==> config.mk <==
export PLATFORM = sky130hd
export DESIGN_NAME = hci_core_mux_static
export DESIGN_NICKNAME = d
export VERILOG_FILES = /design/src/hdl/hci_pkg.sv /design/src/hdl/hci_core_mux_static.sv
export SDC_FILE = /design/constraint.sdc
export NUM_CORES = 1
export LEC_CHECK = 0
export BUFFER_PORTS_ARGS = -buffer_cell sky130_fd_sc_hd__buf_2
export CAP_MARGIN = 20
export CORE_AREA = 2 2 105 107
export DETAILED_ROUTE_END_ITERATION = 6
export DIE_AREA = 0 0 107 109
export SYNTH_ARGS = -nofsm -noshare
export SYNTH_HDL_FRONTEND = slang
export SYNTH_SLANG_ARGS = --single-unit
==> constraint.sdc <==
create_clock -name vclk -period 2.2
set_clock_uncertainty 0.2 [all_clocks]
set_input_delay 0.44 -clock vclk [all_inputs]
set_output_delay 0.44 -clock vclk [all_outputs]
set_load 0.1 [all_outputs]
==> src/hdl/hci_pkg.sv <==
/*
  TCDM bus geometry shared by the streamers, the mux and the bank.
  addresses are byte addresses, but every access is one full word.
  there is a single bank of MEM_WORDS words and no interleaving.
*/
package hci_pkg;

  // byte address width of the tcdm port.
  localparam int unsigned HCI_AW = 16;
  // data word width.
  localparam int unsigned HCI_DW = 32;
  // bits per byte lane.
  localparam int unsigned HCI_BW = 8;
  // byte enables per word.
  localparam int unsigned HCI_BEW = HCI_DW / HCI_BW;
  // response id, one bit covers two initiators.
  localparam int unsigned HCI_IW = 1;

  // bank depth in words.
  localparam int unsigned MEM_WORDS = 256;
  // word index width, and the byte offset below it.
  localparam int unsigned MEM_AW = $clog2(MEM_WORDS);
  localparam int unsigned WORD_OFFS = $clog2(HCI_BEW);

endpackage

==> src/hdl/hci_core_mux_static.sv <==
/*
  Static N-to-1 TCDM mux, purely combinational.
  only valid when the initiators are used strictly one at a time.
  sel_i must hold until every read response of that channel is back.
*/
module hci_core_mux_static #(
  parameter int unsigned NB_CHAN = 2
) (
  input  logic [$clog2(NB_CHAN)-1:0]              sel_i,
  // initiator side.
  input  logic [NB_CHAN-1:0]                      in_req_i,
  input  logic [NB_CHAN-1:0][hci_pkg::HCI_AW-1:0] in_add_i,
  input  logic [NB_CHAN-1:0]                      in_wen_i,
  input  logic [NB_CHAN-1:0][hci_pkg::HCI_DW-1:0] in_data_i,
  input  logic [NB_CHAN-1:0][hci_pkg::HCI_BEW-1:0] in_be_i,
  output logic [NB_CHAN-1:0]                      in_gnt_o,
  output logic [NB_CHAN-1:0]                      in_r_valid_o,
  output logic [NB_CHAN-1:0][hci_pkg::HCI_DW-1:0] in_r_data_o,
  // target side.
  output logic                                    out_req_o,
  output logic [hci_pkg::HCI_AW-1:0]              out_add_o,
  output logic                                    out_wen_o,
  output logic [hci_pkg::HCI_DW-1:0]              out_data_o,
  output logic [hci_pkg::HCI_BEW-1:0]             out_be_o,
  output logic [hci_pkg::HCI_IW-1:0]              out_id_o,
  input  logic                                    out_gnt_i,
  input  logic                                    out_r_valid_i,
  input  logic [hci_pkg::HCI_DW-1:0]              out_r_data_i,
  input  logic [hci_pkg::HCI_IW-1:0]              out_r_id_i
);
  import hci_pkg::*;

  for (genvar ii = 0; ii < NB_CHAN; ii++) begin : gen_chan
    // grant back to the selected channel only.
    assign in_gnt_o[ii] = (sel_i == ii) ? out_gnt_i : 1'b0;
    // responses follow their id, not the current select.
    assign in_r_valid_o[ii] = (out_r_id_i == ii) ? out_r_valid_i : 1'b0;
    // read data is shared, r_valid qualifies it.
    assign in_r_data_o[ii] = out_r_data_i;
  end

  // request fields of the selected channel.
  assign out_req_o  = in_req_i[sel_i];
  assign out_add_o  = in_add_i[sel_i];
  assign out_wen_o  = in_wen_i[sel_i];
  assign out_data_o = in_data_i[sel_i];
  assign out_be_o   = in_be_i[sel_i];
  // channel index travels as id.
  assign out_id_o   = HCI_IW'(sel_i);

endmodule

==> results.md <==
* Outcome: finished clean
* Max_slew headroom at between 60% and 70%
* Mapped cell area at 1330 µm²
* Worst EP arrival at ~1.4 ns
* I/O pin cnt at between 200 and 300
* Worst setup EP type: primary output
* TritonRoute pass-1 iters at 2
* Unrepaired setup endpoints after global routing: false
* Via Count at 1279
* GRT Total Usage at 7.85%
* Starting DRT DRC Count at 29
* Yosys warning count at 0
* Worst Hold Class: in -> out
* Post-CTS Repair Setup Buffers at 0
* Die height at roughly 110 µm
* Top post-synthesis cells by count: 65 x buf_4, 38 x mux2_4, 16 x mux2_2
* Fmax at slightly below 500 MHz
* Peak supply drop at 177 µV
* Initial Util at about an eighth
* Fin nets at 380
* Most frequent cell after synthesis: buf_4
* Number of flip-flops and latches at 0
* Antenna cells at 0
* Finish-stage setup viols at 0
* Maxcap violations at 0
* Critical Path RT at ~1.6 ns
* Vias in the first global route at about 1.4k
* Register Area at 0 µm²
* Crit share post-route at between 90 and 100%
* Cts repair resizes at 0
* Post-DP HPWL at between 4000 and 5000 µm
* GP Congestion at between 0.6 and 0.7
* Final setup margin at ~0.17 ns
* Syn Area/Cell at 10.3 µm²
* DRT antenna net count at 0
* Startpoint types: input pin
* Wire per inst at between 10 and 15 µm
* Proportion of netlist area held by the largest area contributor at between 40% and 50%
* First-pass GRT wire length at a little over 7000 µm
* Post-synth net total at 273
* Power per cell area at about 460 nW/µm²
* Die area at ~12000 µm²
* Initial antenna violation count at 0
* Post-synth top area cell: mux2_4
* Slew @ Worst Pin at about 0.5 ns
* Die span in x at approximately 110 µm
* Critical path class: in -> out
* Post-synthesis cell count at 129
* Vias per inst at roughly 3.4
* Largest net degree at the start of global routing at 21
* # rows at 38
* Maximum fanout along the worst path at 20
* Core area at 10600 µm²
* Post-synth cell types at 7
* Area of the multi-input gates at 781 µm²
* Share of post-route cells with drive strength above 1 at just under 100%
* Seq/Total Area, Yosys at 0%
* Setup TNS at 0 ns
* PortBufs at approximately 170
* Synthesis-to-layout area growth at 108%
* CLK BUF at 0
* Dpl ws at between 0.1 and 0.15 ns
* Final Critical Period at roughly 2.0 ns
* Total leakage power at approximately 1.4 nW
* Final slew viol count at 0
* # fillers at about 1.1k
* Grt ovf at 0
* Hold_buf cts at 0
* WL final at about 5300 µm
* Drc violations at 0
* Final Hold Fails at 0
* Main area contributors after synthesis: mux2_4 43%, buf_4 37%, mux2_2 14%
-- path summary, 6_finish.rpt --
kind                              from         endpoint  depth (start not counted)  slack [ns]
worst min-delay path  out_r_data_i[10]  in_r_data_o[10]                          0        0.68
worst max-delay path             sel_i    out_add_o[13]                          4        0.17
-- stage by stage --
step,instances,utilization [%],hold WS (ns),total power [W],area (µm²)
CTS,374,26.0,0.681,0.00128,2760
floorplan,129,-,0.855,0.00133,1330
finish,374,26.0,0.680,0.00127,2760
global route,374,26.0,0.680,0.00131,2760
detailed placement,374,26.0,0.681,0.00128,2760
global placement,374,26.0,0.681,0.00127,2760
-- critical path: stages --
cell	delay, ns
buf_4	0.20
buf_12	0.22
mux2_4	0.34
buf_12	0.17
-- power breakdown --
part	total, W	switching, W	internal (W)
clock	0	0	0
sequential	0	0	0
combinational	0.00127	0.000775	0.000498
total	0.00127	0.000775	0.000498
-- cells in the final DEF (no fill, tap or decap), drive strengths merged --
cell type	instances
buf	176
and2	2
nor2b	2
mux2	54
-- kinds of logic after synthesis --
| family | Yosys count | synth area share (%) |
|---|---|---|
| buffers and inverters | 71 | 41.5 |
| multiplexers | 54 | 56.7 |
| AND/OR/NAND/NOR | 4 | 1.89 |
-- final cells by class --
type,count,share of cell area (%)
Multi-Input combinational cell,58,28.3
Timing Repair Buffer,176,65.3
Tap cell,140,6.35
-- metal layers --
layer	vias up	wire, µm	track usage [%]
met5	-	0	0
met4	0	82	1.48
met1	560	1430	6.43
met3	16	671	2.15
li1	581	-	-
met2	122	3090	17.9
Note: power is estimated with default switching activity, not from simulation.
