==> src/hdl/hci_pkg.sv <==
/*
  TCDM bus geometry shared by the streamers, the mux and the bank.
  addresses are byte addresses, but every access is one full word.
  there is a single bank of MEM_WORDS words and no interleaving.
*/
package hci_pkg;

  // byte address width of the tcdm port.
  localparam int unsigned HCI_AW = 16;
  // data word width.
  localparam int unsigned HCI_DW = 32;
  // bits per byte lane.
  localparam int unsigned HCI_BW = 8;
  // byte enables per word.
  localparam int unsigned HCI_BEW = HCI_DW / HCI_BW;
  // response id, one bit covers two initiators.
  localparam int unsigned HCI_IW = 1;

  // bank depth in words.
  localparam int unsigned MEM_WORDS = 256;
  // word index width, and the byte offset below it.
  localparam int unsigned MEM_AW = $clog2(MEM_WORDS);
  localparam int unsigned WORD_OFFS = $clog2(HCI_BEW);

endpackage

==> src/hdl/stream_job_pkg.sv <==
/*
  Job encoding for the load and store streamers.
  a job moves 1 to 255 words; a length of zero runs as one word.
  the channel numbers fix the order of the static mux inputs.
*/
package stream_job_pkg;

  // job length width.
  localparam int unsigned LEN_W = 8;

  // job kind, picks the streamer.
  typedef enum logic {
    JOB_LOAD  = 1'b0,
    JOB_STORE = 1'b1
  } job_op_e;

  // mux channels behind the controller.
  localparam int unsigned NB_STREAM_CHAN = 2;
  localparam int unsigned SEL_W = $clog2(NB_STREAM_CHAN);
  localparam int unsigned LOAD_CHAN = 0;
  localparam int unsigned STORE_CHAN = 1;

endpackage

==> src/hdl/hci_load_streamer.sv <==
/*
  Load streamer: sequential word reads, out on a valid/ready stream.
  len_i must be nonzero; the controller maps zero to one.
  reads in flight plus buffered words never exceed FIFO_DEPTH,
  so the FIFO always has room for a response.
*/
module hci_load_streamer #(
  parameter int unsigned FIFO_DEPTH = 4
) (
  input  logic                             clk_i,
  input  logic                             rst_i,
  input  logic                             start_i,
  input  logic [hci_pkg::HCI_AW-1:0]       base_i,
  input  logic [stream_job_pkg::LEN_W-1:0] len_i,
  // tcdm initiator.
  output logic                             req_o,
  output logic [hci_pkg::HCI_AW-1:0]       add_o,
  output logic                             wen_o,
  output logic [hci_pkg::HCI_BEW-1:0]      be_o,
  input  logic                             gnt_i,
  input  logic                             r_valid_i,
  input  logic [hci_pkg::HCI_DW-1:0]       r_data_i,
  // output stream.
  output logic                             stream_valid_o,
  output logic [hci_pkg::HCI_DW-1:0]       stream_data_o,
  input  logic                             stream_ready_i,
  output logic                             done_o
);
  import hci_pkg::*;
  import stream_job_pkg::*;

  logic                            active_q;
  logic [LEN_W-1:0]                len_q;
  logic [LEN_W-1:0]                issued_q;
  logic [LEN_W-1:0]                sent_q;
  logic [HCI_AW-1:0]               add_q;
  logic [$clog2(FIFO_DEPTH+1)-1:0] outst_q;
  logic [$clog2(FIFO_DEPTH+1)-1:0] fifo_cnt;
  logic [$clog2(FIFO_DEPTH+1):0]   credit_used;
  logic                            rd_xfer;
  logic                            out_xfer;

  // credits taken by reads in flight and buffered words.
  assign credit_used = {1'b0, outst_q} + {1'b0, fifo_cnt};
  // sum cannot grow while waiting, so req holds until granted.
  assign req_o = active_q && (issued_q != len_q) && (credit_used < FIFO_DEPTH);
  assign add_o = add_q;
  assign wen_o = 1'b1;
  assign be_o  = '1;
  assign rd_xfer  = req_o & gnt_i;
  assign out_xfer = stream_valid_o & stream_ready_i;
  // done with the last word leaving, all responses are in by then.
  assign done_o = active_q && out_xfer && (sent_q == len_q - 1'b1);

  always_ff @(posedge clk_i) begin
    if (start_i) begin
      len_q <= len_i;
      add_q <= base_i;
    end else if (rd_xfer) begin
      add_q <= add_q + HCI_AW'(HCI_BEW);
    end
  end

  always_ff @(posedge clk_i) begin
    if (rst_i) begin
      active_q <= 1'b0;
      issued_q <= '0;
      sent_q   <= '0;
      outst_q  <= '0;
    end else begin
      if (start_i) begin
        active_q <= 1'b1;
        issued_q <= '0;
        sent_q   <= '0;
      end else begin
        if (done_o) begin
          active_q <= 1'b0;
        end
        if (rd_xfer) begin
          issued_q <= issued_q + 1'b1;
        end
        if (out_xfer) begin
          sent_q <= sent_q + 1'b1;
        end
      end
      // outstanding reads, up on grant, down on response.
      if (rd_xfer && !r_valid_i) begin
        outst_q <= outst_q + 1'b1;
      end else if (r_valid_i && !rd_xfer) begin
        outst_q <= outst_q - 1'b1;
      end
    end
  end

  stream_fifo #(
    .FIFO_DEPTH (FIFO_DEPTH)
  ) i_fifo (
    .clk_i        (clk_i),
    .rst_i        (rst_i),
    .push_valid_i (r_valid_i),
    .push_data_i  (r_data_i),
    .push_ready_o (),
    .pop_valid_o  (stream_valid_o),
    .pop_data_o   (stream_data_o),
    .pop_ready_i  (stream_ready_i),
    .count_o      (fifo_cnt)
  );

endmodule

==> src/hdl/stream_fifo.sv <==
/*
  Synchronous valid/ready FIFO with an occupancy count.
  FIFO_DEPTH must be a power of two, at least 2.
  a pushed word shows on the output the next cycle; no bypass.
*/
module stream_fifo #(
  parameter int unsigned FIFO_DEPTH = 4
) (
  input  logic                              clk_i,
  input  logic                              rst_i,
  input  logic                              push_valid_i,
  input  logic [hci_pkg::HCI_DW-1:0]        push_data_i,
  output logic                              push_ready_o,
  output logic                              pop_valid_o,
  output logic [hci_pkg::HCI_DW-1:0]        pop_data_o,
  input  logic                              pop_ready_i,
  output logic [$clog2(FIFO_DEPTH+1)-1:0]   count_o
);
  import hci_pkg::*;

  logic [HCI_DW-1:0]             mem_q [FIFO_DEPTH];
  logic [$clog2(FIFO_DEPTH)-1:0] wr_ptr_q;
  logic [$clog2(FIFO_DEPTH)-1:0] rd_ptr_q;
  logic                          push;
  logic                          pop;

  assign push_ready_o = (count_o != FIFO_DEPTH);
  assign pop_valid_o  = (count_o != '0);
  assign push = push_valid_i & push_ready_o;
  assign pop  = pop_valid_o & pop_ready_i;
  // head of the buffer.
  assign pop_data_o = mem_q[rd_ptr_q];

  always_ff @(posedge clk_i) begin
    if (push) begin
      mem_q[wr_ptr_q] <= push_data_i;
    end
  end

  // pointers wrap on their own width.
  always_ff @(posedge clk_i) begin
    if (rst_i) begin
      wr_ptr_q <= '0;
      rd_ptr_q <= '0;
      count_o  <= '0;
    end else begin
      if (push) begin
        wr_ptr_q <= wr_ptr_q + 1'b1;
      end
      if (pop) begin
        rd_ptr_q <= rd_ptr_q + 1'b1;
      end
      if (push && !pop) begin
        count_o <= count_o + 1'b1;
      end else if (pop && !push) begin
        count_o <= count_o - 1'b1;
      end
    end
  end

endmodule

==> config.mk <==
export PLATFORM = sky130hd
export DESIGN_NAME = hci_load_streamer
export DESIGN_NICKNAME = d
export VERILOG_FILES = /design/src/hdl/hci_pkg.sv /design/src/hdl/stream_job_pkg.sv /design/src/hdl/hci_load_streamer.sv /design/src/hdl/stream_fifo.sv
export SDC_FILE = /design/constraint.sdc
export NUM_CORES = 1
export LEC_CHECK = 0
export BUFFER_PORTS_ARGS = -buffer_cell sky130_fd_sc_hd__buf_4
export CAP_MARGIN = 20
export CORE_UTILIZATION = 40
export CTS_CLUSTER_DIAMETER = 60
export DETAILED_ROUTE_END_ITERATION = 7
export PLACE_DENSITY = 0.58
export SYNTH_ARGS = -nofsm -noshare
export SYNTH_HDL_FRONTEND = slang
export SYNTH_SLANG_ARGS = --single-unit
export TNS_END_PERCENT = 1
==> constraint.sdc <==
create_clock -name clk_i -period 6.38 [get_ports clk_i]
set_clock_uncertainty 0.05 [all_clocks]
set_input_delay 1.276 -clock clk_i [delete_from_list [all_inputs] [get_ports clk_i]]
set_output_delay 1.276 -clock clk_i [all_outputs]
set_load 0.05 [all_outputs]
==> results.toml <==
[detailed_routing]
final_antenna_net_count = 0
vias_per_cell = 5.16
drc = 0
drtPass1Iterations = 5
drt_wl_total_mm = 14.0
routedWlPerCell_um = 17.0
vias = 4242
drtIter0Drc = 202

[layout]
area_growth_pct = 21.0
final_cell_count_no_fill = 822
antenna_cells = 0
nets = 656
final.fill_count = 1543
final_util_pct = 50.1
drive_gt1_share_pct = 32.2

[yosys]
ys_types = 49
synth_xor_area_share_pct = 4.98
synth_compound_area_share_pct = 4.51
netlist_area_mm2 = 0.00754
synth_top_family_by_area = "multiplexers"
async_flop_share_pct = 0
synth_warnings = 0
yosys.area_share.simple_pct = 7.20
ys.flop_type = "edfxtp_1"
synthAdderAreaFrac_pct = 2.52
synth_edf_count = 152
ys_ff_latch = 181
syn_inst = 469
synth_area_per_cell_um2 = 16.1
muxShareOfSynthArea_pct = 10.2
synth_seq_area_share_pct = 68.2

[floorplan]
die_width_um = 139
die_area_mm2 = 0.0194
die_h_um = 139
num_rows = 49
io-pin-count = 118
initial_core_util_pct = 41.4
coreArea_mm2 = 0.0182

[job]
drv_cap = 0

[power_and_ir_drop]
leakage_nw = 3.22
power_density_mw_per_mm2 = 400
finalPower_mw = 3.65
ir_worst_vdd_uv = 205

[min_path]
min_from = "sent_q[7]$_SDFFE_PP0P_"
min_path_type = "reg2reg"
hold-path-cell-count = 2
min_to = "sent_q[7]$_SDFFE_PP0P_"

[sta]
holdWs_ps = 456
finalHoldViolCount = 0
setup_viol = 0
rsz0062_at_grt = "no"
fin_crit_sh_pct = 61.9
maxSlewViolCount = 0
worst_pin_slew_ps = 923
tns_ps = 0
slew_headroom_pct = 38.5
fmax_ghz = 0.253
final.min_clock_period_ps = 3950

[worst_setup_path]
arrival_ps = 2620
rrSetupSlack_ps = 3400
worstPathMaxFanout = 9
r2r-start = "i_fifo.count_o[2]$_SDFFE_PP0P_"
cp-end-kind = "output pin"
reg2reg_depth = 11
cp_num_buf_inv = 1
cp_top_family = "simple AND/OR/NAND/NOR gates"
critPathLaunchType = "register"
worstSetupPathType = "reg2out"
cpPeakStageDelay_ps = 530
crit_slowest_cell = "edfxtp_1"
cp_cell_sequence = "or3_1 -> or4_4 -> xnor2_2 -> nor3_1 -> and3_1 -> buf_4"
crit_required_ps = 5050
worst_r2r_endpoint = "outst_q[2]$_SDFFE_PP0P_"

[clock_tree]
cts_resized = 0
post_cts_buffers = 0
cts_buffer_depth = 2
insertion_delay_ps = 420
clock-sinks = 181
clkSlewWorstSetupHoldPaths_ps = 60
cts_buffers = 17
cts_root_buffer = "clkbuf_16"
cts_tree = "done"
postCtsHoldBufs = 0
cts_max_level = 4

[placement]
dp_hpwl_mm = 8.94
post-place-cells = 790
place_congestion = 0.833
portBuffers = 112

[global_route]
antenna_found_initial = 0
first_global_vias = 4373
grt_first_pass_wirelength_mm = 22.6
gr-usage-all-layers_pct = 15.4
overflow = 0
grt_max_degree = 44

[run_status]
status = "completed"
[report_power, final]
part	internal, mW	leakage [nW]	switching, mW
Clock	0.539	0.265	0.444
Combinational	0.417	1.31	0.737
Sequential	1.44	1.65	0.0826
[placed cells by master, fill, tap and decap left out, types with 3 or more instances in the layout]
cell type | netlist | final
o21ai_0 | 23 | 23
edfxtp_1 | 152 | 152
clkinvlp_4 | 0 | 3
clkinv_4 | 0 | 4
conb_1 | 1 | 5
and2_2 | 0 | 4
a21oi_1 | 13 | 13
xor2_1 | 19 | 19
and2_1 | 7 | 3
nor4_1 | 3 | 3
xnor2_1 | 22 | 22
dfxtp_1 | 29 | 27
mux4_2 | 32 | 32
mux2i_1 | 4 | 4
nor3_1 | 5 | 5
buf_4 | 5 | 113
ha_1 | 12 | 12
clkbuf_16 | 0 | 17
nand2_1 | 27 | 27
nand3_1 | 8 | 8
or3_1 | 10 | 10
nand4_1 | 9 | 9
nor2_1 | 24 | 24
inv_6 | 0 | 3
inv_1 | 11 | 11
and3_1 | 3 | 3
[synth_stat cells (all sizes together) (3+ instances only)]
| library cell | n | area share (%) |
|---|---|---|
| or3 | 10 | 0.83 |
| xor2 | 19 | 2.2 |
| or4 | 3 | 0.35 |
| buf | 14 | 1.1 |
| clkbuf | 11 | 0.55 |
| xnor2 | 23 | 2.8 |
| dfxtp | 29 | 7.7 |
| nor4 | 3 | 0.25 |
| o21ai | 23 | 1.5 |
| nor2 | 24 | 1.2 |
| a21oi | 13 | 0.86 |
| nand2 | 27 | 1.3 |
| nand4 | 9 | 0.75 |
| edfxtp | 152 | 61 |
| and2 | 7 | 0.58 |
| nor3 | 5 | 0.33 |
| ha | 12 | 2.0 |
| inv | 12 | 0.60 |
| nand3 | 8 | 0.53 |
| mux2i | 4 | 0.53 |
| and3 | 3 | 0.25 |
| mux4 | 32 | 9.6 |
[routing by layer]
metal | track usage (%) | routed length [um] | vias to the layer above
li1 | - | - | 2005
met1 | 19.6 | 6250 | 2104
met2 | 25.1 | 6710 | 118
met3 | 4.27 | 822 | 15
met4 | 5.67 | 171 | 0
met5 | 0 | 0 | -
[cell families (layout without fill, tap and decap cells)]
logic type / Yosys count / after routing
flops: 181 / 181
simple gates: 106 / 106
compound gates: 51 / 51
xor+xnor: 42 / 42
mux: 37 / 37
buf+inv: 37 / 157
fa+ha+maj: 14 / 14
other cells: 1 / 5
[worst max path at each step]
stage / slack (ps) / end / startpoint / cells after the start
2_1_floorplan: 2650 / done_o / stream_ready_i / 7
3_3_place_gp: 2480 / done_o / stream_ready_i / 8
3_5_place_dp: 2470 / done_o / stream_ready_i / 8
4_1_cts: 2430 / done_o / len_q[2]$_DFFE_PP_ / 6
5_1_grt: 2350 / done_o / len_q[2]$_DFFE_PP_ / 6
6_report: 2430 / done_o / len_q[2]$_DFFE_PP_ / 6
[flip-flops by register name, indices dropped and copies added (netlist names), named ones only]
register / flops
i_fifo.mem_q: 128
add_o: 16
issued_q: 8
len_q: 8
sent_q: 8
i_fifo.count_o: 3
outst_q: 3
i_fifo.rd_ptr_q: 2
i_fifo.wr_ptr_q: 2
active_q: 1
[stage by stage]
stage	cell area [um2]	worst slack (ps)
after global routing	9130	2350
after floorplan	7560	2650
after CTS	9130	2430
after detailed placement	8570	2470
after global placement	8570	2480
final	9130	2430
[cell type report]
class	instances	area (um2)	area share (%)
clock buffers	17	425	4.66
clock inverters	15	131	1.44
inverters	12	45.0	0.493
multi-input cells	255	2240	24.6
flip-flops and latches	181	5150	56.4
well taps	229	287	3.14
repair buffers	113	848	9.29
[worst reg2reg max path, cell delays in order, from the launching register on]
cell,delay (ps)
dfxtp_1,390
ha_1,250
or4b_4,490
a31oi_4,200
o211ai_4,200
inv_1,110
ha_1,190
inv_1,60
fa_1,370
xor2_1,160
or3_1,300
a21oi_1,130
No activity file was read; power rests on OpenSTA's default activity.
