$ cat config.mk
export PLATFORM = sky130hd
export DESIGN_NAME = hci_store_streamer
export DESIGN_NICKNAME = d
export VERILOG_FILES = /design/src/hdl/hci_pkg.sv /design/src/hdl/stream_job_pkg.sv /design/src/hdl/hci_store_streamer.sv
export SDC_FILE = /design/constraint.sdc
export NUM_CORES = 1
export LEC_CHECK = 0
export BUFFER_PORTS_ARGS = -buffer_cell sky130_fd_sc_hd__buf_2
export CORE_UTILIZATION = 40
export DETAILED_ROUTE_END_ITERATION = 8
export PLACE_DENSITY = 0.82
export SLEW_MARGIN = 20
export SYNTH_ARGS = -nofsm -noshare
export SYNTH_HDL_FRONTEND = slang
export SYNTH_SLANG_ARGS = --single-unit
export TNS_END_PERCENT = 20
$ cat constraint.sdc
create_clock -name clk_i -period 1.7 [get_ports clk_i]
set_clock_uncertainty 0.1 [all_clocks]
set_input_delay 0.255 -clock clk_i [delete_from_list [all_inputs] [get_ports clk_i]]
set_output_delay 0.255 -clock clk_i [all_outputs]
set_load 0.05 [all_outputs]
$ cat src/hdl/hci_pkg.sv
/*
  TCDM bus geometry shared by the streamers, the mux and the bank.
  addresses are byte addresses, but every access is one full word.
  there is a single bank of MEM_WORDS words and no interleaving.
*/
package hci_pkg;

  // byte address width of the tcdm port.
  localparam int unsigned HCI_AW = 16;
  // data word width.
  localparam int unsigned HCI_DW = 32;
  // bits per byte lane.
  localparam int unsigned HCI_BW = 8;
  // byte enables per word.
  localparam int unsigned HCI_BEW = HCI_DW / HCI_BW;
  // response id, one bit covers two initiators.
  localparam int unsigned HCI_IW = 1;

  // bank depth in words.
  localparam int unsigned MEM_WORDS = 256;
  // word index width, and the byte offset below it.
  localparam int unsigned MEM_AW = $clog2(MEM_WORDS);
  localparam int unsigned WORD_OFFS = $clog2(HCI_BEW);

endpackage

$ cat src/hdl/stream_job_pkg.sv
/*
  Job encoding for the load and store streamers.
  a job moves 1 to 255 words; a length of zero runs as one word.
  the channel numbers fix the order of the static mux inputs.
*/
package stream_job_pkg;

  // job length width.
  localparam int unsigned LEN_W = 8;

  // job kind, picks the streamer.
  typedef enum logic {
    JOB_LOAD  = 1'b0,
    JOB_STORE = 1'b1
  } job_op_e;

  // mux channels behind the controller.
  localparam int unsigned NB_STREAM_CHAN = 2;
  localparam int unsigned SEL_W = $clog2(NB_STREAM_CHAN);
  localparam int unsigned LOAD_CHAN = 0;
  localparam int unsigned STORE_CHAN = 1;

endpackage

$ cat src/hdl/hci_store_streamer.sv
/*
  Store streamer: stream words written to sequential addresses.
  len_i must be nonzero. ready is given only with the write grant,
  so ready depends combinationally on valid and on the bank grant.
*/
module hci_store_streamer (
  input  logic                             clk_i,
  input  logic                             rst_i,
  input  logic                             start_i,
  input  logic [hci_pkg::HCI_AW-1:0]       base_i,
  input  logic [stream_job_pkg::LEN_W-1:0] len_i,
  // tcdm initiator.
  output logic                             req_o,
  output logic [hci_pkg::HCI_AW-1:0]       add_o,
  output logic                             wen_o,
  output logic [hci_pkg::HCI_DW-1:0]       data_o,
  output logic [hci_pkg::HCI_BEW-1:0]      be_o,
  input  logic                             gnt_i,
  // input stream.
  input  logic                             stream_valid_i,
  input  logic [hci_pkg::HCI_DW-1:0]       stream_data_i,
  output logic                             stream_ready_o,
  output logic                             done_o
);
  import hci_pkg::*;
  import stream_job_pkg::*;

  logic              active_q;
  logic              done_q;
  logic [LEN_W-1:0]  len_q;
  logic [LEN_W-1:0]  cnt_q;
  logic [HCI_AW-1:0] add_q;
  logic              wr_xfer;
  logic              last;

  // stream word goes straight onto the bus.
  assign req_o  = active_q & stream_valid_i;
  assign add_o  = add_q;
  assign wen_o  = 1'b0;
  assign data_o = stream_data_i;
  assign be_o   = '1;
  assign wr_xfer = req_o & gnt_i;
  // word consumed by the grant.
  assign stream_ready_o = wr_xfer;
  assign last = wr_xfer && (cnt_q == len_q - 1'b1);
  assign done_o = done_q;

  always_ff @(posedge clk_i) begin
    if (start_i) begin
      len_q <= len_i;
      add_q <= base_i;
    end else if (wr_xfer) begin
      add_q <= add_q + HCI_AW'(HCI_BEW);
    end
  end

  always_ff @(posedge clk_i) begin
    if (rst_i) begin
      active_q <= 1'b0;
      done_q   <= 1'b0;
      cnt_q    <= '0;
    end else begin
      // done one cycle after the last grant.
      done_q <= last;
      if (start_i) begin
        active_q <= 1'b1;
        cnt_q    <= '0;
      end else if (wr_xfer) begin
        cnt_q <= cnt_q + 1'b1;
        if (last) begin
          active_q <= 1'b0;
        end
      end
    end
  end

endmodule

==> results of run 1 <==
-- worst max-delay path, cell delays in order, from the launching register on --
cell and delay (ns):
sky130_fd_sc_hd__edfxtp_1 0.37, sky130_fd_sc_hd__inv_1 0.06, sky130_fd_sc_hd__ha_2 0.18, sky130_fd_sc_hd__buf_4 0.14, sky130_fd_sc_hd__xnor2_2 0.13, sky130_fd_sc_hd__buf_4 0.16, sky130_fd_sc_hd__xnor2_1 0.12, sky130_fd_sc_hd__nor4_1 0.24
sky130_fd_sc_hd__o21ai_1 0.15, sky130_fd_sc_hd__nor3b_2 0.16
-- area by class of cell --
| cell class | instances | share of cell area (%) |
|---|---|---|
| sequential | 34 | 39.3 |
| clock buffer | 6 | 3.10 |
| clock inverter | 2 | 0.588 |
| timing repair buffer | 60 | 14.3 |
| inverter | 3 | 0.481 |
| tap | 67 | 3.58 |
| multi-input combinational | 130 | 38.6 |
-- state kept, by name, summed over array words and instances, names as in the netlist --
signal and cells:
done_o 1, add_o 16, active_q 1, cnt_q 8, len_q 8
-- worst paths after layout --
path,end,slack (ns),cells past startpoint
max,done_o,-0.18,9
min,len_q[0],0.04,1
max reg2reg,done_o,-0.18,9
min reg2reg,cnt_q[7],0.46,2
-- layer usage --
metal | share of wire, % | track usage (%)
met1 | 41 | 17.5
met2 | 51 | 26.9
met4 | 1.3 | 4.91
met5 | 0 | 0
met3 | 6.1 | 5.28
-- Yosys cell counts (2+ instances only) --
cell / instances / area share, %
sky130_fd_sc_hd__inv_1: 3 / 0.54
sky130_fd_sc_hd__mux2i_1: 2 / 0.96
sky130_fd_sc_hd__nor3b_2: 2 / 1.2
sky130_fd_sc_hd__nand4_1: 3 / 0.90
sky130_fd_sc_hd__nor2_1: 13 / 2.3
sky130_fd_sc_hd__o21ai_0: 15 / 3.6
sky130_fd_sc_hd__buf_4: 38 / 14
sky130_fd_sc_hd__dfxtp_1: 10 / 9.6
sky130_fd_sc_hd__and3_1: 6 / 1.8
sky130_fd_sc_hd__xor2_1: 14 / 5.9
sky130_fd_sc_hd__edfxtp_1: 24 / 35
sky130_fd_sc_hd__ha_1: 3 / 1.8
sky130_fd_sc_hd__clkbuf_1: 5 / 0.90
sky130_fd_sc_hd__or2_2: 2 / 0.60
sky130_fd_sc_hd__conb_1: 2 / 0.36
sky130_fd_sc_hd__nand2b_1: 2 / 0.60
sky130_fd_sc_hd__and2_1: 6 / 1.8
sky130_fd_sc_hd__xnor2_1: 14 / 5.9
sky130_fd_sc_hd__nand3_1: 7 / 1.7
sky130_fd_sc_hd__nor4b_1: 2 / 0.84
sky130_fd_sc_hd__nand2_1: 19 / 3.4
-- per-stage QoR --
stage / power, mW / hold WS, ns / cell area, sq um
final: 2.02 / 0.0423 / 2340
after global routing: 2.10 / 0.0298 / 2340
after CTS: 2.02 / 0.0360 / 2320
after detailed placement: 1.43 / 0.334 / 2200
after global placement: 1.42 / 0.332 / 2200
after floorplan: 1.51 / 0.223 / 2100
-- logic make-up (layout without fill, tap and decap cells) --
| group | Yosys count | in the layout | share of synthesized area [%] |
|---|---|---|---|
| AOI/OAI and AO/OA | 21 | 21 | 6.49 |
| xor gates and xnor gates | 28 | 28 | 11.8 |
| adders and majority gates | 3 | 3 | 1.80 |
| buffers and inverters | 47 | 71 | 15.4 |
| DFF | 34 | 34 | 44.3 |
| muxes | 3 | 3 | 1.50 |
| other | 2 | 5 | 0.361 |
| and+or+nand+nor | 70 | 70 | 18.4 |
-- power groups by stage --
stage / Sequential [mW] / Clock [mW] / Combinational, mW
2_1_floorplan: 1.13 / 0 / 0.374
3_3_place_gp: 1.01 / 0 / 0.403
3_5_place_dp: 1.02 / 0 / 0.414
4_1_cts: 1.00 / 0.592 / 0.429
5_1_grt: 1.01 / 0.632 / 0.460
6_report: 1.00 / 0.589 / 0.433
-- repair_timing --
item,4_1_cts,5_1_grt
pin swaps,4,0
setup endpoints to repair,3,5
resized for setup,8,2
cloned,0,0
setup buffers,1,0
==> flow_metrics.env, run 1 <==
export IMPL_status="finished with violations"
export IMPL_violated_checks="setup timing"
export IMPL_grt_pass1_wl_um=6310
export IMPL_element_type_at_the_critical_path_end="flip-flop"
export IMPL_floorplan_initialDensity_pct=42.9
export IMPL_netSwitchingPower_uw=633
export IMPL_finish_utilization_pct=48.3
export IMPL_ctsHtreeMaxLevel=2
export IMPL_floorplan_die_area_sq_um=5490
export IMPL_layout_common_cells="sky130_fd_sc_hd__buf_2 (46), sky130_fd_sc_hd__edfxtp_1 (24), sky130_fd_sc_hd__nand2_1 (19)"
export IMPL_die_width_um=74.1
export IMPL_timing_rr_start="len_q[1]"
export IMPL_total_i_o_pin_count=117
export IMPL_critical_path_required_ns=1.81
export IMPL_routedWlPerCell_um=13.5
export IMPL_drt_first_pass_iters=4
export IMPL_power_sequential_fraction_pct=49.5
export IMPL_clock_root_buffer="sky130_fd_sc_hd__clkbuf_8"
export IMPL_final_cell_count_no_fill=302
export IMPL_die_h_um=74.1
export IMPL_yosysWarnings=0
export IMPL_combinationalPowerShare_pct=21.4
export IMPL_p_per_area_nw_per_um2=864
export IMPL_vias_per_cell=4.98
export IMPL_dr_first_iter_drc_count=86
export IMPL_finalWeightedCongestion=0.776
export IMPL_fmax_ghz=0.531
export IMPL_finalHoldViolations=0
export IMPL_timing_hold_worst_start="len_i[0]"
export IMPL_grt_use_total_pct=15.3
export IMPL_vdd_ir_drop_worst_mv=0.505
export IMPL_cts_num_sinks=34
export IMPL_multi_input_comb_area_sq_um=905
export IMPL_cts_clk_slew_worst_paths_ns=0.07
export IMPL_critical_setup_path_class="reg -> reg"
export IMPL_report_final_slew_viol_count=0
export IMPL_max_cap_violations=0
export IMPL_synth_cell_area_sq_um=2080
export IMPL_hold_class="in -> reg"
export IMPL_yosysUniqueCellTypes=37
export IMPL_placementRows=25
export IMPL_antenna_diode_count=0
export IMPL_remaining_drc_errors=0
export IMPL_pwr_share_clk_pct=29.1
export IMPL_fin_ws_ns=-0.183
export IMPL_total_leakage_power_nw=0.930
export IMPL_sw_share_pct=31.3
export IMPL_power_internal_mw=1.39
export IMPL_worst_path_max_fanout=2
export IMPL_clock_latency_ns=0.29
export IMPL_post_syn_instances=208
export IMPL_synth_flop_cell="sky130_fd_sc_hd__edfxtp_1"
export IMPL_setup_total_negative_slack_ns=-0.364
export IMPL_critPathArrivalTime_ns=2.00
export IMPL_wl_um=4070
export IMPL_synth_seq_cells=34
export IMPL_antenna_left=0
export IMPL_synth_enable_flop_cells=24
export IMPL_core_region_area_sq_um=4850
export IMPL_grt_overflow=0
export IMPL_setup_violations_final=2
export IMPL_mostFrequentLayoutCell="sky130_fd_sc_hd__buf_2"
export IMPL_tritoncts_num_buffers=5
export IMPL_cts_tree="yes"
export IMPL_place_detailed_instances=293
export IMPL_final_layout_net_count=298
export IMPL_grt_max_degree=23
export IMPL_synth_avg_cell_area_sq_um=10.0
export IMPL_nFillCells=461
export IMPL_grt_setup_unrepaired="true"
export IMPL_post_place_setup_slack_ns=-0.211
export IMPL_port_buffers=47
export IMPL_finalCritPeriodShare_pct=111
export IMPL_startpoint="len_q[1]"
export IMPL_critical_path_startpoint_type="flip-flop"
export IMPL_synth_sequential_area_ratio_pct=44.3
export IMPL_post_dp_hpwl_um=3010
export IMPL_ys_async_sr_fraction_pct=0
export IMPL_post_route_cells_drive_above_1_share_pct=35.3
export IMPL_detailroute_via_count=1503
export IMPL_maximum_clock_insertion_buffer_count=2
export IMPL_post_cts_hold_fix_bufs=0
export IMPL_register_area_sq_um=921
export IMPL_finalWorstPathRequiredPeriod_ns=1.88
export IMPL_first_global_vias=1449
export IMPL_area_growth_syn_to_layout_pct=12.6
export IMPL_antenna_found_initial=0
Note: power is estimated with default switching activity, not from simulation.
==> run 2, diff against run 1 <==
--- a/config.mk
+++ b/config.mk
@@ -6,8 +6,10 @@
 export NUM_CORES = 1
 export LEC_CHECK = 0
 export BUFFER_PORTS_ARGS = -buffer_cell sky130_fd_sc_hd__buf_2
+export CORE_MARGIN = 2
 export CORE_UTILIZATION = 40
 export DETAILED_ROUTE_END_ITERATION = 8
+export GPL_TIMING_DRIVEN = 1
 export PLACE_DENSITY = 0.82
 export SLEW_MARGIN = 20
 export SYNTH_ARGS = -nofsm -noshare
==> flow_metrics.env, run 2 (synthesized netlist as in run 1, its figures left out) <==
export IMPL_vias_per_cell=4.77
export IMPL_core_region_area_sq_um=5070
export IMPL_fmax_ghz=0.540
export IMPL_total_leakage_power_nw=0.921
export IMPL_finalWeightedCongestion=0.809
export IMPL_placementRows=26
export IMPL_floorplan_die_area_sq_um=5800
export IMPL_hold_class="in -> reg"
export IMPL_place_detailed_instances=295
export IMPL_cell_breakdown_of_the_critical_path="inv_1, ha_2, buf_4, xnor2_1, buf_4, a2111oi_4, o21a_1, a311oi_2"
export IMPL_layout_common_cells="sky130_fd_sc_hd__buf_2 (46), sky130_fd_sc_hd__edfxtp_1 (24), sky130_fd_sc_hd__nand2_1 (19), sky130_fd_sc_hd__xnor2_1 (14)"
export IMPL_p_per_area_nw_per_um2=849
export IMPL_clock_latency_ns=0.28
export IMPL_critical_path_required_ns=1.76
export IMPL_critPathArrivalTime_ns=1.91
export IMPL_grt_setup_unrepaired="true"
export IMPL_grt_pass1_wl_um=6920
export IMPL_grt_overflow=0
export IMPL_element_type_at_the_critical_path_end="flip-flop"
export IMPL_port_buffers=47
export IMPL_critical_path_buf_inv_count=3
export IMPL_finalWorstPathRequiredPeriod_ns=1.85
export IMPL_cts_clk_slew_worst_paths_ns=0.07
export IMPL_critical_setup_path_class="reg -> reg"
export IMPL_final_cell_count_no_fill=305
export IMPL_vdd_ir_drop_worst_mv=0.505
export IMPL_cts_tree="yes"
export IMPL_total_i_o_pin_count=117
export IMPL_report_final_slew_viol_count=0
export IMPL_largest_register_ff_count=16
export IMPL_cp_top_family="compound AO/OA/AOI/OAI gates"
export IMPL_timing_reg2reg_worst_path_depth=8
export IMPL_min_to="len_q[2]"
export IMPL_clock_root_buffer="sky130_fd_sc_hd__clkbuf_8"
export IMPL_finalCritPeriodShare_pct=109
export IMPL_wl_um=4040
export IMPL_violated_checks="setup timing"
export IMPL_area_growth_syn_to_layout_pct=13.0
export IMPL_finish_utilization_pct=46.3
export IMPL_max_cap_violations=0
export IMPL_cpMaxStageDelayCell="sky130_fd_sc_hd__a2111oi_4"
export IMPL_design_area_sq_um=2350
export IMPL_placement_cell_area_sq_um=2200
export IMPL_cts_num_sinks=34
export IMPL_timing_hold_worst_start="len_i[2]"
export IMPL_finalHoldViolations=0
export IMPL_timing_critical_path_depth=8
export IMPL_setup_violations_final=2
export IMPL_mostFrequentLayoutCell="sky130_fd_sc_hd__buf_2"
export IMPL_critPathMostFrequentCell="sky130_fd_sc_hd__buf_4"
export IMPL_remaining_drc_errors=0
export IMPL_first_global_vias=1504
export IMPL_grt_max_degree=27
export IMPL_antenna_left=0
export IMPL_floorplan_initialDensity_pct=41.0
export IMPL_maximum_clock_insertion_buffer_count=2
export IMPL_tritoncts_num_buffers=5
export IMPL_final_layout_net_count=298
export IMPL_post_cts_hold_fix_bufs=0
export IMPL_post_dp_hpwl_um=3020
export IMPL_fin_ws_ns=-0.153
export IMPL_die_width_um=76.1
export IMPL_timing_rr_start="len_q[1]"
export IMPL_worst_path_max_fanout=2
export IMPL_die_h_um=76.1
export IMPL_timing_critical_path_slowest_cell_delay_ns=0.35
export IMPL_post_route_cells_drive_above_1_share_pct=36.2
export IMPL_dr_first_iter_drc_count=93
export IMPL_antenna_found_initial=0
export IMPL_antenna_diode_count=0
export IMPL_ff2ff_setup_slack_ns=-0.15
export IMPL_end_of_the_worst_register_to_register_path="active_q"
export IMPL_min_path_cells=1
export IMPL_ctsHtreeMaxLevel=2
export IMPL_status="finished with violations"
export IMPL_totalPowerFinal_mw=2.00
export IMPL_detailroute_via_count=1454
export IMPL_critical_path_startpoint_type="flip-flop"
export IMPL_drt_first_pass_iters=4
export IMPL_grt_use_total_pct=14.8
export IMPL_routedWlPerCell_um=13.2
run 2: cell types whose count changed in the layout (fill, tap and decap cells not counted), sizes merged:
cell and delta:
clkbuf +1, buf -1
run 2: metrics by stage:
step                TNS (ns)  hold WS [ns]  worst slack [ns]
floorplan             -0.772         0.223            -0.127
global placement      -0.155         0.333            -0.138
detailed placement    -0.323         0.333            -0.200
CTS                   -0.214        0.0381            -0.116
global route          -0.383        0.0380            -0.200
finish                -0.217        0.0455            -0.153
run 2: worst max-delay path by stage:
stage | startpoint | end | slack (ns)
6_report | len_q[1] | active_q | -0.15
5_1_grt | len_q[0] | active_q | -0.20
4_1_cts | len_q[0] | active_q | -0.12
3_5_place_dp | len_q[0] | active_q | -0.20
3_3_place_gp | len_q[0] | active_q | -0.14
2_1_floorplan | add_o[8] | add_o[15] | -0.13
run 2: power breakdown:
part	internal, mW	switching, mW
Clock	0.281	0.280
Combinational	0.150	0.281
Sequential	0.953	0.0504
run 2: repair_timing:
item | CTS | global route
resized for setup | 6 | 8
setup buffers | 2 | 0
pin swaps | 4 | 0
endpoints found under the setup margin | 2 | 5
run 2: final cells by class:
type | instances | area (sq um)
fillers | 506 | 2720
flip-flops and latches | 34 | 921
multi-input cells | 130 | 915
repair buffers | 60 | 335
well taps | 70 | 87.6
clock buffers | 6 | 72.6
inverters | 3 | 11.3
clock inverters | 2 | 8.76
run 2: worst reg2reg max path: stages, from the launching register on:
cell                        delay (ns)
sky130_fd_sc_hd__edfxtp_1         0.34
sky130_fd_sc_hd__inv_1            0.05
sky130_fd_sc_hd__ha_2             0.18
sky130_fd_sc_hd__buf_4            0.13
sky130_fd_sc_hd__xnor2_1          0.13
sky130_fd_sc_hd__buf_4            0.16
sky130_fd_sc_hd__a2111oi_4        0.35
sky130_fd_sc_hd__o21a_1           0.19
sky130_fd_sc_hd__a311oi_2         0.09
run 2: metal layers:
layer / global-route usage (%) / share of wire (%) / wire, um
met1: 18.3 / 42 / 1690
met3: 3.91 / 6.0 / 244
met2: 23.7 / 50 / 2010
met4: 8.36 / 2.2 / 88
met5: 0 / 0 / 0
