===== config.mk =====
export PLATFORM = sky130hd
export DESIGN_NAME = hci_job_ctrl
export DESIGN_NICKNAME = d
export VERILOG_FILES = /design/src/hdl/hci_pkg.sv /design/src/hdl/stream_job_pkg.sv /design/src/hdl/hci_job_ctrl.sv
export SDC_FILE = /design/constraint.sdc
export NUM_CORES = 1
export LEC_CHECK = 0
export BUFFER_PORTS_ARGS = -buffer_cell sky130_fd_sc_hd__buf_2
export CAP_MARGIN = 10
export CORE_MARGIN = 1
export CORE_UTILIZATION = 43
export DETAILED_ROUTE_END_ITERATION = 7
export GPL_TIMING_DRIVEN = 0
export PLACE_DENSITY = 0.81
export SKIP_CTS_REPAIR_TIMING = 1
export SLEW_MARGIN = 10
export SYNTH_ARGS = -nofsm -noshare
export SYNTH_HDL_FRONTEND = slang
export SYNTH_SLANG_ARGS = --single-unit

===== constraint.sdc =====
create_clock -name clk_i -period 4.4 [get_ports clk_i]
set_clock_uncertainty 0.15 [all_clocks]
set_input_delay 0.66 -clock clk_i [delete_from_list [all_inputs] [get_ports clk_i]]
set_output_delay 0.66 -clock clk_i [all_outputs]
set_load 0.005 [all_outputs]

===== src/hdl/hci_pkg.sv =====
/*
  TCDM bus geometry shared by the streamers, the mux and the bank.
  addresses are byte addresses, but every access is one full word.
  there is a single bank of MEM_WORDS words and no interleaving.
*/
package hci_pkg;

  // byte address width of the tcdm port.
  localparam int unsigned HCI_AW = 16;
  // data word width.
  localparam int unsigned HCI_DW = 32;
  // bits per byte lane.
  localparam int unsigned HCI_BW = 8;
  // byte enables per word.
  localparam int unsigned HCI_BEW = HCI_DW / HCI_BW;
  // response id, one bit covers two initiators.
  localparam int unsigned HCI_IW = 1;

  // bank depth in words.
  localparam int unsigned MEM_WORDS = 256;
  // word index width, and the byte offset below it.
  localparam int unsigned MEM_AW = $clog2(MEM_WORDS);
  localparam int unsigned WORD_OFFS = $clog2(HCI_BEW);

endpackage


===== src/hdl/stream_job_pkg.sv =====
/*
  Job encoding for the load and store streamers.
  a job moves 1 to 255 words; a length of zero runs as one word.
  the channel numbers fix the order of the static mux inputs.
*/
package stream_job_pkg;

  // job length width.
  localparam int unsigned LEN_W = 8;

  // job kind, picks the streamer.
  typedef enum logic {
    JOB_LOAD  = 1'b0,
    JOB_STORE = 1'b1
  } job_op_e;

  // mux channels behind the controller.
  localparam int unsigned NB_STREAM_CHAN = 2;
  localparam int unsigned SEL_W = $clog2(NB_STREAM_CHAN);
  localparam int unsigned LOAD_CHAN = 0;
  localparam int unsigned STORE_CHAN = 1;

endpackage


===== src/hdl/hci_job_ctrl.sv =====
/*
  Job controller, one job at a time.
  start_i is ignored while busy_o is high.
  sel_o holds for the whole job, which keeps the static mux safe.
*/
module hci_job_ctrl (
  input  logic                             clk_i,
  input  logic                             rst_i,
  input  logic                             start_i,
  input  stream_job_pkg::job_op_e          op_i,
  input  logic [hci_pkg::HCI_AW-1:0]       base_i,
  input  logic [stream_job_pkg::LEN_W-1:0] len_i,
  input  logic                             load_done_i,
  input  logic                             store_done_i,
  output logic                             busy_o,
  output logic                             done_o,
  output logic [stream_job_pkg::SEL_W-1:0] sel_o,
  output logic                             load_start_o,
  output logic                             store_start_o,
  output logic [hci_pkg::HCI_AW-1:0]       job_base_o,
  output logic [stream_job_pkg::LEN_W-1:0] job_len_o
);
  import stream_job_pkg::*;

  typedef enum logic {
    ST_IDLE,
    ST_BUSY
  } state_e;

  state_e  state_q;
  job_op_e op_q;
  logic    accept;
  logic    job_done;

  assign accept = start_i && (state_q == ST_IDLE);
  assign busy_o = (state_q == ST_BUSY);
  assign sel_o  = (op_q == JOB_STORE) ? SEL_W'(STORE_CHAN) : SEL_W'(LOAD_CHAN);
  // only the running streamer can end the job.
  assign job_done = (op_q == JOB_STORE) ? store_done_i : load_done_i;

  // job parameters, zero length runs as one word.
  always_ff @(posedge clk_i) begin
    if (accept) begin
      job_base_o <= base_i;
      job_len_o  <= (len_i == '0) ? LEN_W'(1) : len_i;
    end
  end

  always_ff @(posedge clk_i) begin
    if (rst_i) begin
      state_q       <= ST_IDLE;
      op_q          <= JOB_LOAD;
      done_o        <= 1'b0;
      load_start_o  <= 1'b0;
      store_start_o <= 1'b0;
    end else begin
      // start pulse in the cycle busy_o rises.
      load_start_o  <= accept && (op_i == JOB_LOAD);
      store_start_o <= accept && (op_i == JOB_STORE);
      done_o        <= 1'b0;
      case (state_q)
        ST_IDLE: begin
          if (start_i) begin
            state_q <= ST_BUSY;
            op_q    <= op_i;
          end
        end
        ST_BUSY: begin
          // busy_o falls together with the done pulse.
          if (job_done) begin
            state_q <= ST_IDLE;
            done_o  <= 1'b1;
          end
        end
        default: state_q <= ST_IDLE;
      endcase
    end
  end

endmodule


==> impl_metrics.env, run 1 <==
export IMPL_crit_arrival_ns=1.45
export IMPL_p_int_w=0.000433
export IMPL_wirelength_microns=1690
export IMPL_dieArea_sq_mm=0.00238
export IMPL_grt_pass1_wl_microns=2680
export IMPL_synth_cell_type_count=13
export IMPL_tightest_slew_ns=0.834
export IMPL_yosysWarnings=0
export IMPL_ys_ff_latch=29
export IMPL_h_tree_depth=2
export IMPL_drv_slew=0
export IMPL_hold_path_class="flop to flop"
export IMPL_final_nets=144
export IMPL_fin_crit_sh=0.380
export IMPL_syn_nets=79
export IMPL_dp_cells=134
export IMPL_synth_area_per_cell_sq_um=19.2
export IMPL_path_class="input port to flop"
export IMPL_gp_congestion=0.660
export IMPL_reg2reg_from="busy_o"
export IMPL_placementRows=16
export IMPL_outcome="completed"
export IMPL_p_leak_nw=0.594
export IMPL_viasPerCell=4.39
export IMPL_p_clk_frac=0.321
export IMPL_numCtsBuffers=5
export IMPL_max_cap_viol_count=0
export IMPL_mostFrequentLayoutCells="buf_2, edfxtp_1, clkbuf_1"
export IMPL_grt_overflow=0
export IMPL_peakVddDrop_mv=0.229
export IMPL_drc=0
export IMPL_core_sq_mm=0.00200
export IMPL_seqPwrFrac=0.595
export IMPL_ant_nets=0
export IMPL_r2r_slack_ns=2.75
export IMPL_cts_tree="done"
export IMPL_power_density_mw_per_mm2=404
export IMPL_dp_hpwl_microns=1330
export IMPL_ys_seq_area_frac=0.874
export IMPL_cp_end_kind="flop"
export IMPL_clk_path_buf_depth=2
export IMPL_hold_viol_final=0
export IMPL_crit_path_max_fanout=24
export IMPL_fin_util=0.666
export IMPL_drive_gt1_frac=0.591
export IMPL_wl_per_cell_microns=11.9
export IMPL_diodes=0
export IMPL_die_h_microns=48.7
export IMPL_slew_headroom=0.443
export IMPL_vias=623
export IMPL_final_setup_tns_ns=0
export IMPL_clock_sinks=29
export IMPL_fin_cells=142
export IMPL_sw_frac_of_total=0.198
export IMPL_crit_path_start="start_i"
export IMPL_io_pins=59
export IMPL_gr_usage_all_layers=0.167
export IMPL_antenna_found_initial=0
export IMPL_startpoint_type="input port"
export IMPL_clk_latency_ns=0.30
export IMPL_final_common_cell="buf_2"
export IMPL_firstDrtPassIters=3
export IMPL_synthCells=49
export IMPL_synthToLayoutAreaGrowth_pct=41.9
export IMPL_chipWidth_microns=48.7
export IMPL_clock_fmax_mhz=598
export IMPL_crit_path_end="job_base_o[5]"
export IMPL_initial_core_util=0.469
export IMPL_setup_viol=0
export IMPL_worstReg2RegEnd="job_base_o[5]"
export IMPL_critical_path_required_ns=4.18
export IMPL_power_switching_w=0.000107
export IMPL_combPwrFrac=0.084
export IMPL_clkTransAtPathRegs_ns=0.08
export IMPL_root_buffer="clkbuf_4"
export IMPL_synthesis_area_sq_um=940
export IMPL_period_needed_ns=1.67
export IMPL_grt_pass1_vias=558
export IMPL_rsz0062_at_grt="no"
export IMPL_drt_initial_drc_count=11
export IMPL_grt_max_degree=25
export IMPL_io_buffers=58
export IMPL_reg2reg_depth=2
==> stage by stage <==
step	hold WS, ns	worst slack (ns)	power [W]	instance area [sq um]
6_report	0.366	2.73	0.000539	1330
3_5_place_dp	0.359	2.38	0.000374	1260
4_1_cts	0.363	2.72	0.000548	1330
3_3_place_gp	0.339	2.40	0.000371	1260
2_1_floorplan	0.329	2.66	0.000342	940
5_1_grt	0.354	2.59	0.000565	1330
==> flip-flops by register name, indices dropped and copies added, names as in the netlist <==
register       cells
done_o             1
op_q               1
job_len_o          8
job_base_o        16
busy_o             1
load_start_o       1
store_start_o      1
==> worst max-delay path, stage by stage <==
cell and delay (ns):
buf_2 0.10, nand2b_4 0.07, inv_1 0.62
==> worst min path at each step <==
stage / slack, ns / end / startpoint / depth (start not counted)
floorplan: 0.33 / busy_o / busy_o / 2
global placement: 0.34 / busy_o / busy_o / 2
detailed placement: 0.36 / busy_o / busy_o / 2
CTS: 0.36 / job_base_o[2] / base_i[2] / 1
global route: 0.35 / job_base_o[5] / base_i[5] / 1
finish: 0.37 / busy_o / busy_o / 2
==> kinds of logic (layout without fill, tap and decap cells) <==
logic type | after synthesis | count (layout) | share of synthesized area
multiplexers | 2 | 2 | 0.0213
AO/OA/AOI/OAI | 2 | 2 | 0.0173
flip-flops | 29 | 29 | 0.874
AND/OR/NAND/NOR | 8 | 8 | 0.0559
buffers and inverters | 8 | 74 | 0.0320
==> synth_stat cells <==
master | count | area share
clkbuf_1 | 7 | 0.028
nor4_1 | 1 | 0.0067
nor2_1 | 1 | 0.0040
a21o_1 | 1 | 0.0080
nand2b_4 | 1 | 0.015
dfxtp_1 | 5 | 0.11
nor3_1 | 2 | 0.011
edfxtp_1 | 24 | 0.77
a21oi_2 | 1 | 0.0093
inv_1 | 1 | 0.0040
nand2_1 | 1 | 0.0040
nor3b_1 | 2 | 0.016
mux2i_1 | 2 | 0.021
==> power groups by stage <==
stage / sequential [W] / clock [W] / combinational, W
floorplan: 0.000329 / 0 / 0.0000124
global placement: 0.000326 / 0 / 0.0000449
detailed placement: 0.000327 / 0 / 0.0000464
CTS: 0.000321 / 0.000181 / 0.0000465
global route: 0.000323 / 0.000192 / 0.0000508
finish: 0.000321 / 0.000173 / 0.0000454
==> cell type report <==
| class | count | area, sq um |
|---|---|---|
| Sequential cell | 29 | 821 |
| Fill cell | 157 | 668 |
| Timing Repair Buffer | 58 | 290 |
| Multi-Input combinational cell | 12 | 88.8 |
| Clock buffer | 7 | 65.1 |
| Tap cell | 27 | 33.8 |
| Buffer | 7 | 26.3 |
| Clock inverter | 1 | 5.00 |
| Inverter | 1 | 3.75 |
==> routing by layer <==
layer  routed length [microns]  track usage  up-vias
met5                         0            0        -
met4                        40        0.103        0
met3                       135       0.0723        4
met2                       838        0.257       38
met1                       679        0.191      274
li1                          -            -      307
Note: power is estimated with default switching activity, not from simulation.
==> run 2, diff against run 1 <==
CORE_UTILIZATION = 36   (was 43)
PLACE_DENSITY = 0.72   (was 0.81)
clock period = 1.4 ns   (was 4.4 ns; I/O delays follow)
==> impl_metrics.env, run 2 (synthesis gave the netlist of run 1 again) <==
export IMPL_firstDrtPassIters=4
export IMPL_largest_register_ffs=16
export IMPL_clkTransAtPathRegs_ns=0.09
export IMPL_num_fill_cells=192
export IMPL_final_setup_tns_ns=0
export IMPL_fin_hold_ws_ns=0.0154
export IMPL_die_h_microns=53.1
export IMPL_clock_sinks=29
export IMPL_whs_endpoint="job_len_o[7]"
export IMPL_path_cells="nand2b_4 > clkinvlp_4 > buf_12"
export IMPL_hold_viol_final=0
export IMPL_chipWidth_microns=53.1
export IMPL_io_buffers=58
export IMPL_grtUsageMet2=0.228
export IMPL_root_buffer="clkbuf_4"
export IMPL_mostFrequentLayoutCells="buf_2, edfxtp_1, dlygate4sd3_1"
export IMPL_grt_max_degree=25
export IMPL_crit_arrival_ns=1.16
export IMPL_path_class="flop to flop"
export IMPL_met3_usage=0.0920
export IMPL_clk_path_buf_depth=2
export IMPL_dieArea_sq_mm=0.00282
export IMPL_setup_viol=0
export IMPL_cts_tree="done"
export IMPL_clk_latency_ns=0.31
export IMPL_diodes=0
export IMPL_drive_gt1_frac=0.511
export IMPL_crit_path_max_fanout=12
export IMPL_drt_initial_drc_count=11
export IMPL_outcome="completed"
export IMPL_initial_core_util=0.379
export IMPL_grt_overflow=0
export IMPL_reg2reg_depth=3
export IMPL_p_leak_nw=0.679
export IMPL_grt_util_met1=0.135
export IMPL_grt_pass1_wl_microns=2490
export IMPL_cp_end_kind="flop"
export IMPL_crit_path_top_delay_cell="dfxtp_1"
export IMPL_final_common_cell="buf_2"
export IMPL_grt_pass1_vias=583
export IMPL_clock_fmax_mhz=815
export IMPL_viasPerCell=4.29
export IMPL_critical_path_required_ns=1.34
export IMPL_hold_depth=2
export IMPL_cp_slowest_stage_delay_ns=0.37
export IMPL_antenna_found_initial=0
export IMPL_startpoint_type="flop"
export IMPL_gr_usage_all_layers=0.140
export IMPL_vias=725
export IMPL_rsz0062_at_grt="no"
export IMPL_reg2reg_from="busy_o"
export IMPL_placementRows=18
export IMPL_io_pins=59
export IMPL_dp_hpwl_microns=1300
export IMPL_hp_start="len_i[7]"
export IMPL_wl_per_cell_microns=12.4
export IMPL_core_sq_mm=0.00248
export IMPL_peakVddDrop_mv=0.784
export IMPL_hold_path_class="input port to flop"
export IMPL_numCtsBuffers=5
export IMPL_power_density_mw_per_mm2=1070
export IMPL_fin_crit_sh=0.876
export IMPL_regMostFlops="job_base_o"
export IMPL_gp_congestion=0.632
export IMPL_h_tree_depth=2
export IMPL_wirelength_microns=2100
export IMPL_ant_nets=0
export IMPL_r2r_slack_ns=0.17
export IMPL_period_needed_ns=1.23
export IMPL_drc=0
export IMPL_reg_top3="job_base_o x16, job_len_o x8"
export IMPL_final_nets=168
export IMPL_synthToLayoutAreaGrowth_pct=66.4
export IMPL_power_w=0.00167
export IMPL_busiest_layer="met2"
export IMPL_tightest_slew_ns=0.276
export IMPL_max_cap_viol_count=0
export IMPL_drv_slew=0
export IMPL_crit_path_start="busy_o"
export IMPL_worstReg2RegEnd="job_len_o[2]"
export IMPL_slew_headroom=0.814
-- run 2: layout make-up --
cell class                 count  area, sq um  share of cell area
inverter                       1         7.51             0.00480
timing repair inverter         1         7.51             0.00480
buffer                         7         26.3              0.0168
sequential                    29          821               0.525
timing repair buffer          81          526               0.336
multi-input combinational     12         88.8              0.0568
clock inverter                 3         12.5             0.00800
tap                           30         37.5              0.0240
clock buffer                   5         37.5              0.0240
-- run 2: worst max-delay path by stage --
stage / to / depth (start not counted)
final: job_len_o[2] / 3
after global routing: job_base_o[15] / 3
after CTS: job_len_o[3] / 2
after detailed placement: job_base_o[11] / 2
after global placement: job_len_o[4] / 2
after floorplan: job_base_o[0] / 2
-- run 2: through the flow --
step	utilization	instance area [sq um]	setup WS, ns	cells
floorplan	-	943	0.0339	49
global route	0.631	1560	0.0964	169
CTS	0.533	1320	-0.161	145
detailed placement	0.513	1270	-0.125	137
finish	0.631	1560	0.173	169
global placement	0.513	1270	-0.106	137
-- run 2: metal layers --
| metal | share of wire | vias to the layer above |
|---|---|---|
| met2 | 0.50 | 43 |
| met4 | 0.014 | 0 |
| met1 | 0.38 | 326 |
| met5 | 0 | - |
| met3 | 0.10 | 4 |
| li1 | - | 352 |
-- run 2: power by group --
part,switching (W),internal (W)
Combinational,0.0000844,0.000126
Sequential,0.0000148,0.000993
Clock,0.000273,0.000181
Total,0.000373,0.00130
-- run 2: worst max-delay path, delay by kind of cell, from the launching register on --
| kind | cells | cell delay (ns) |
|---|---|---|
| AND/OR/NAND/NOR | 1 | 0.21 |
| flip-flops | 1 | 0.37 |
| buffers and inverters | 2 | 0.27 |
==> run 3, diff against run 2 <==
CELL_PAD_IN_SITES_DETAIL_PLACEMENT = 1   (was unset)
CELL_PAD_IN_SITES_GLOBAL_PLACEMENT = 1   (was unset)
CORE_UTILIZATION = 28   (was 36)
PLACE_DENSITY = 0.78   (was 0.72)
==> impl_metrics.env, run 3 (synthesis gave the netlist of run 1 again) <==
export IMPL_outcome="completed"
export IMPL_clock_fmax_mhz=772
export IMPL_crit_path_end="job_len_o[6]"
export IMPL_vias=746
export IMPL_antenna_found_initial=0
export IMPL_clk_latency_ns=0.31
export IMPL_io_pins=59
export IMPL_crit_arrival_ns=1.22
export IMPL_final_nets=167
export IMPL_place_ws_ns=-0.177
export IMPL_reg2reg_from="busy_o"
export IMPL_crit_path_start="busy_o"
export IMPL_setup_viol=0
export IMPL_root_buffer="clkbuf_4"
export IMPL_grt_pass1_wl_microns=2970
export IMPL_grt_pass1_vias=623
export IMPL_mostFrequentLayoutCells="buf_2, edfxtp_1, dlygate4sd3_1"
export IMPL_viasPerCell=4.10
export IMPL_core_sq_mm=0.00313
export IMPL_firstDrtPassIters=2
export IMPL_period_needed_ns=1.29
export IMPL_clkTransAtPathRegs_ns=0.08
export IMPL_diodes=0
export IMPL_hold_path_class="input port to flop"
export IMPL_regMostFlops="job_base_o"
export IMPL_max_cap_viol_count=0
export IMPL_r2r_slack_ns=0.11
export IMPL_worstReg2RegEnd="job_len_o[6]"
export IMPL_largest_register_ffs=16
export IMPL_synthToLayoutAreaGrowth_pct=67.6
export IMPL_power_w=0.00169
export IMPL_hold_depth=2
export IMPL_gp_congestion=0.636
export IMPL_ant_nets=0
export IMPL_cp_slowest_stage_delay_ns=0.39
export IMPL_busiest_layer="met2"
export IMPL_dp_hpwl_microns=1530
export IMPL_wirelength_microns=2570
export IMPL_path_cells="nand2b_4 > clkinvlp_4 > buf_12"
export IMPL_initial_core_util=0.300
export IMPL_hold_viol_final=0
export IMPL_drc=0
export IMPL_clk_path_buf_depth=2
export IMPL_rsz0062_at_grt="no"
export IMPL_peakVddDrop_mv=0.362
export IMPL_placed_area_sq_mm=0.00129
export IMPL_die_h_microns=59.9
export IMPL_num_fill_cells=341
export IMPL_crit_path_top_delay_cell="dfxtp_1"
export IMPL_dieArea_sq_mm=0.00359
export IMPL_drive_gt1_frac=0.514
export IMPL_io_buffers=58
export IMPL_numCtsBuffers=5
export IMPL_placementRows=20
export IMPL_fin_cells=182
export IMPL_finalWorstSetupSlack_ns=0.105
export IMPL_crit_path_max_fanout=12
export IMPL_dp_cells=151
export IMPL_grt_util_met1=0.126
export IMPL_clock_sinks=29
export IMPL_seqCellArea_sq_um=821
export IMPL_tightest_slew_ns=0.346
export IMPL_slew_headroom=0.767
export IMPL_critical_path_required_ns=1.33
export IMPL_fin_area_sq_mm=0.00158
export IMPL_fin_crit_sh=0.925
export IMPL_drv_slew=0
export IMPL_reg_top3="job_base_o x16, job_len_o x8"
export IMPL_path_class="flop to flop"
export IMPL_multi_input_area_sq_um=88.8
export IMPL_wl_per_cell_microns=14.1
export IMPL_grt_overflow=0
export IMPL_p_leak_nw=0.672
export IMPL_grtUsageMet2=0.190
export IMPL_grt_max_degree=25
export IMPL_final_common_cell="buf_2"
export IMPL_drt_initial_drc_count=18
export IMPL_startpoint_type="flop"
export IMPL_cts_tree="done"
export IMPL_chipWidth_microns=59.9
export IMPL_met3_usage=0.0693
export IMPL_gr_usage_all_layers=0.121
export IMPL_reg2reg_depth=3
export IMPL_power_density_mw_per_mm2=1070
export IMPL_cp_end_kind="flop"
export IMPL_h_tree_depth=2
## run 3: cell types whose count changed in the layout (fill, tap and decap cells not counted), sizes merged
cell,before,now
clkinv,3,2
clkinvlp,2,3
clkbuf,12,13
buf,61,59
## run 3: cell type report
type                       instances  area share
buffer                             7      0.0167
clock inverter                     2     0.00635
clock buffer                       6      0.0262
tap                               44      0.0349
sequential                        29       0.521
multi-input combinational         12      0.0564
inverter                           1     0.00477
timing repair buffer              79       0.324
timing repair inverter             2     0.00953
## run 3: per-stage QoR
step	hold WS, ns	TNS [ns]	utilization
after CTS	-0.100	-4.60	0.428
final	0.0169	0	0.504
after global routing	-0.00139	0	0.504
after detailed placement	0.238	-4.22	0.412
after floorplan	0.122	0	-
after global placement	0.239	-2.80	0.412
## run 3: power breakdown
group / internal [W] / switching [W] / leakage, nW
registers: 0.000993 / 0.0000162 / 0.272
logic: 0.000122 / 0.0000925 / 0.368
clock network: 0.000191 / 0.000277 / 0.0320
## run 3: how the worst min path moves through the flow
stage | startpoint | end
finish | len_i[2] | job_len_o[2]
floorplan | rst_i | busy_o
global placement | base_i[0] | job_base_o[0]
CTS | base_i[4] | job_base_o[4]
global route | len_i[2] | job_len_o[2]
detailed placement | base_i[5] | job_base_o[5]
## run 3: worst max-delay path, delay by kind of cell (launching register included)
| family | cells | cell delay [ns] |
|---|---|---|
| buf+inv | 2 | 0.28 |
| flops | 1 | 0.39 |
| simple gates | 1 | 0.24 |
## run 3: metal layers
layer  wire (microns)  vias up
li1                 -      355
met1             1020      340
met2             1270       49
met3              267        2
met4               17        0
met5                0        -
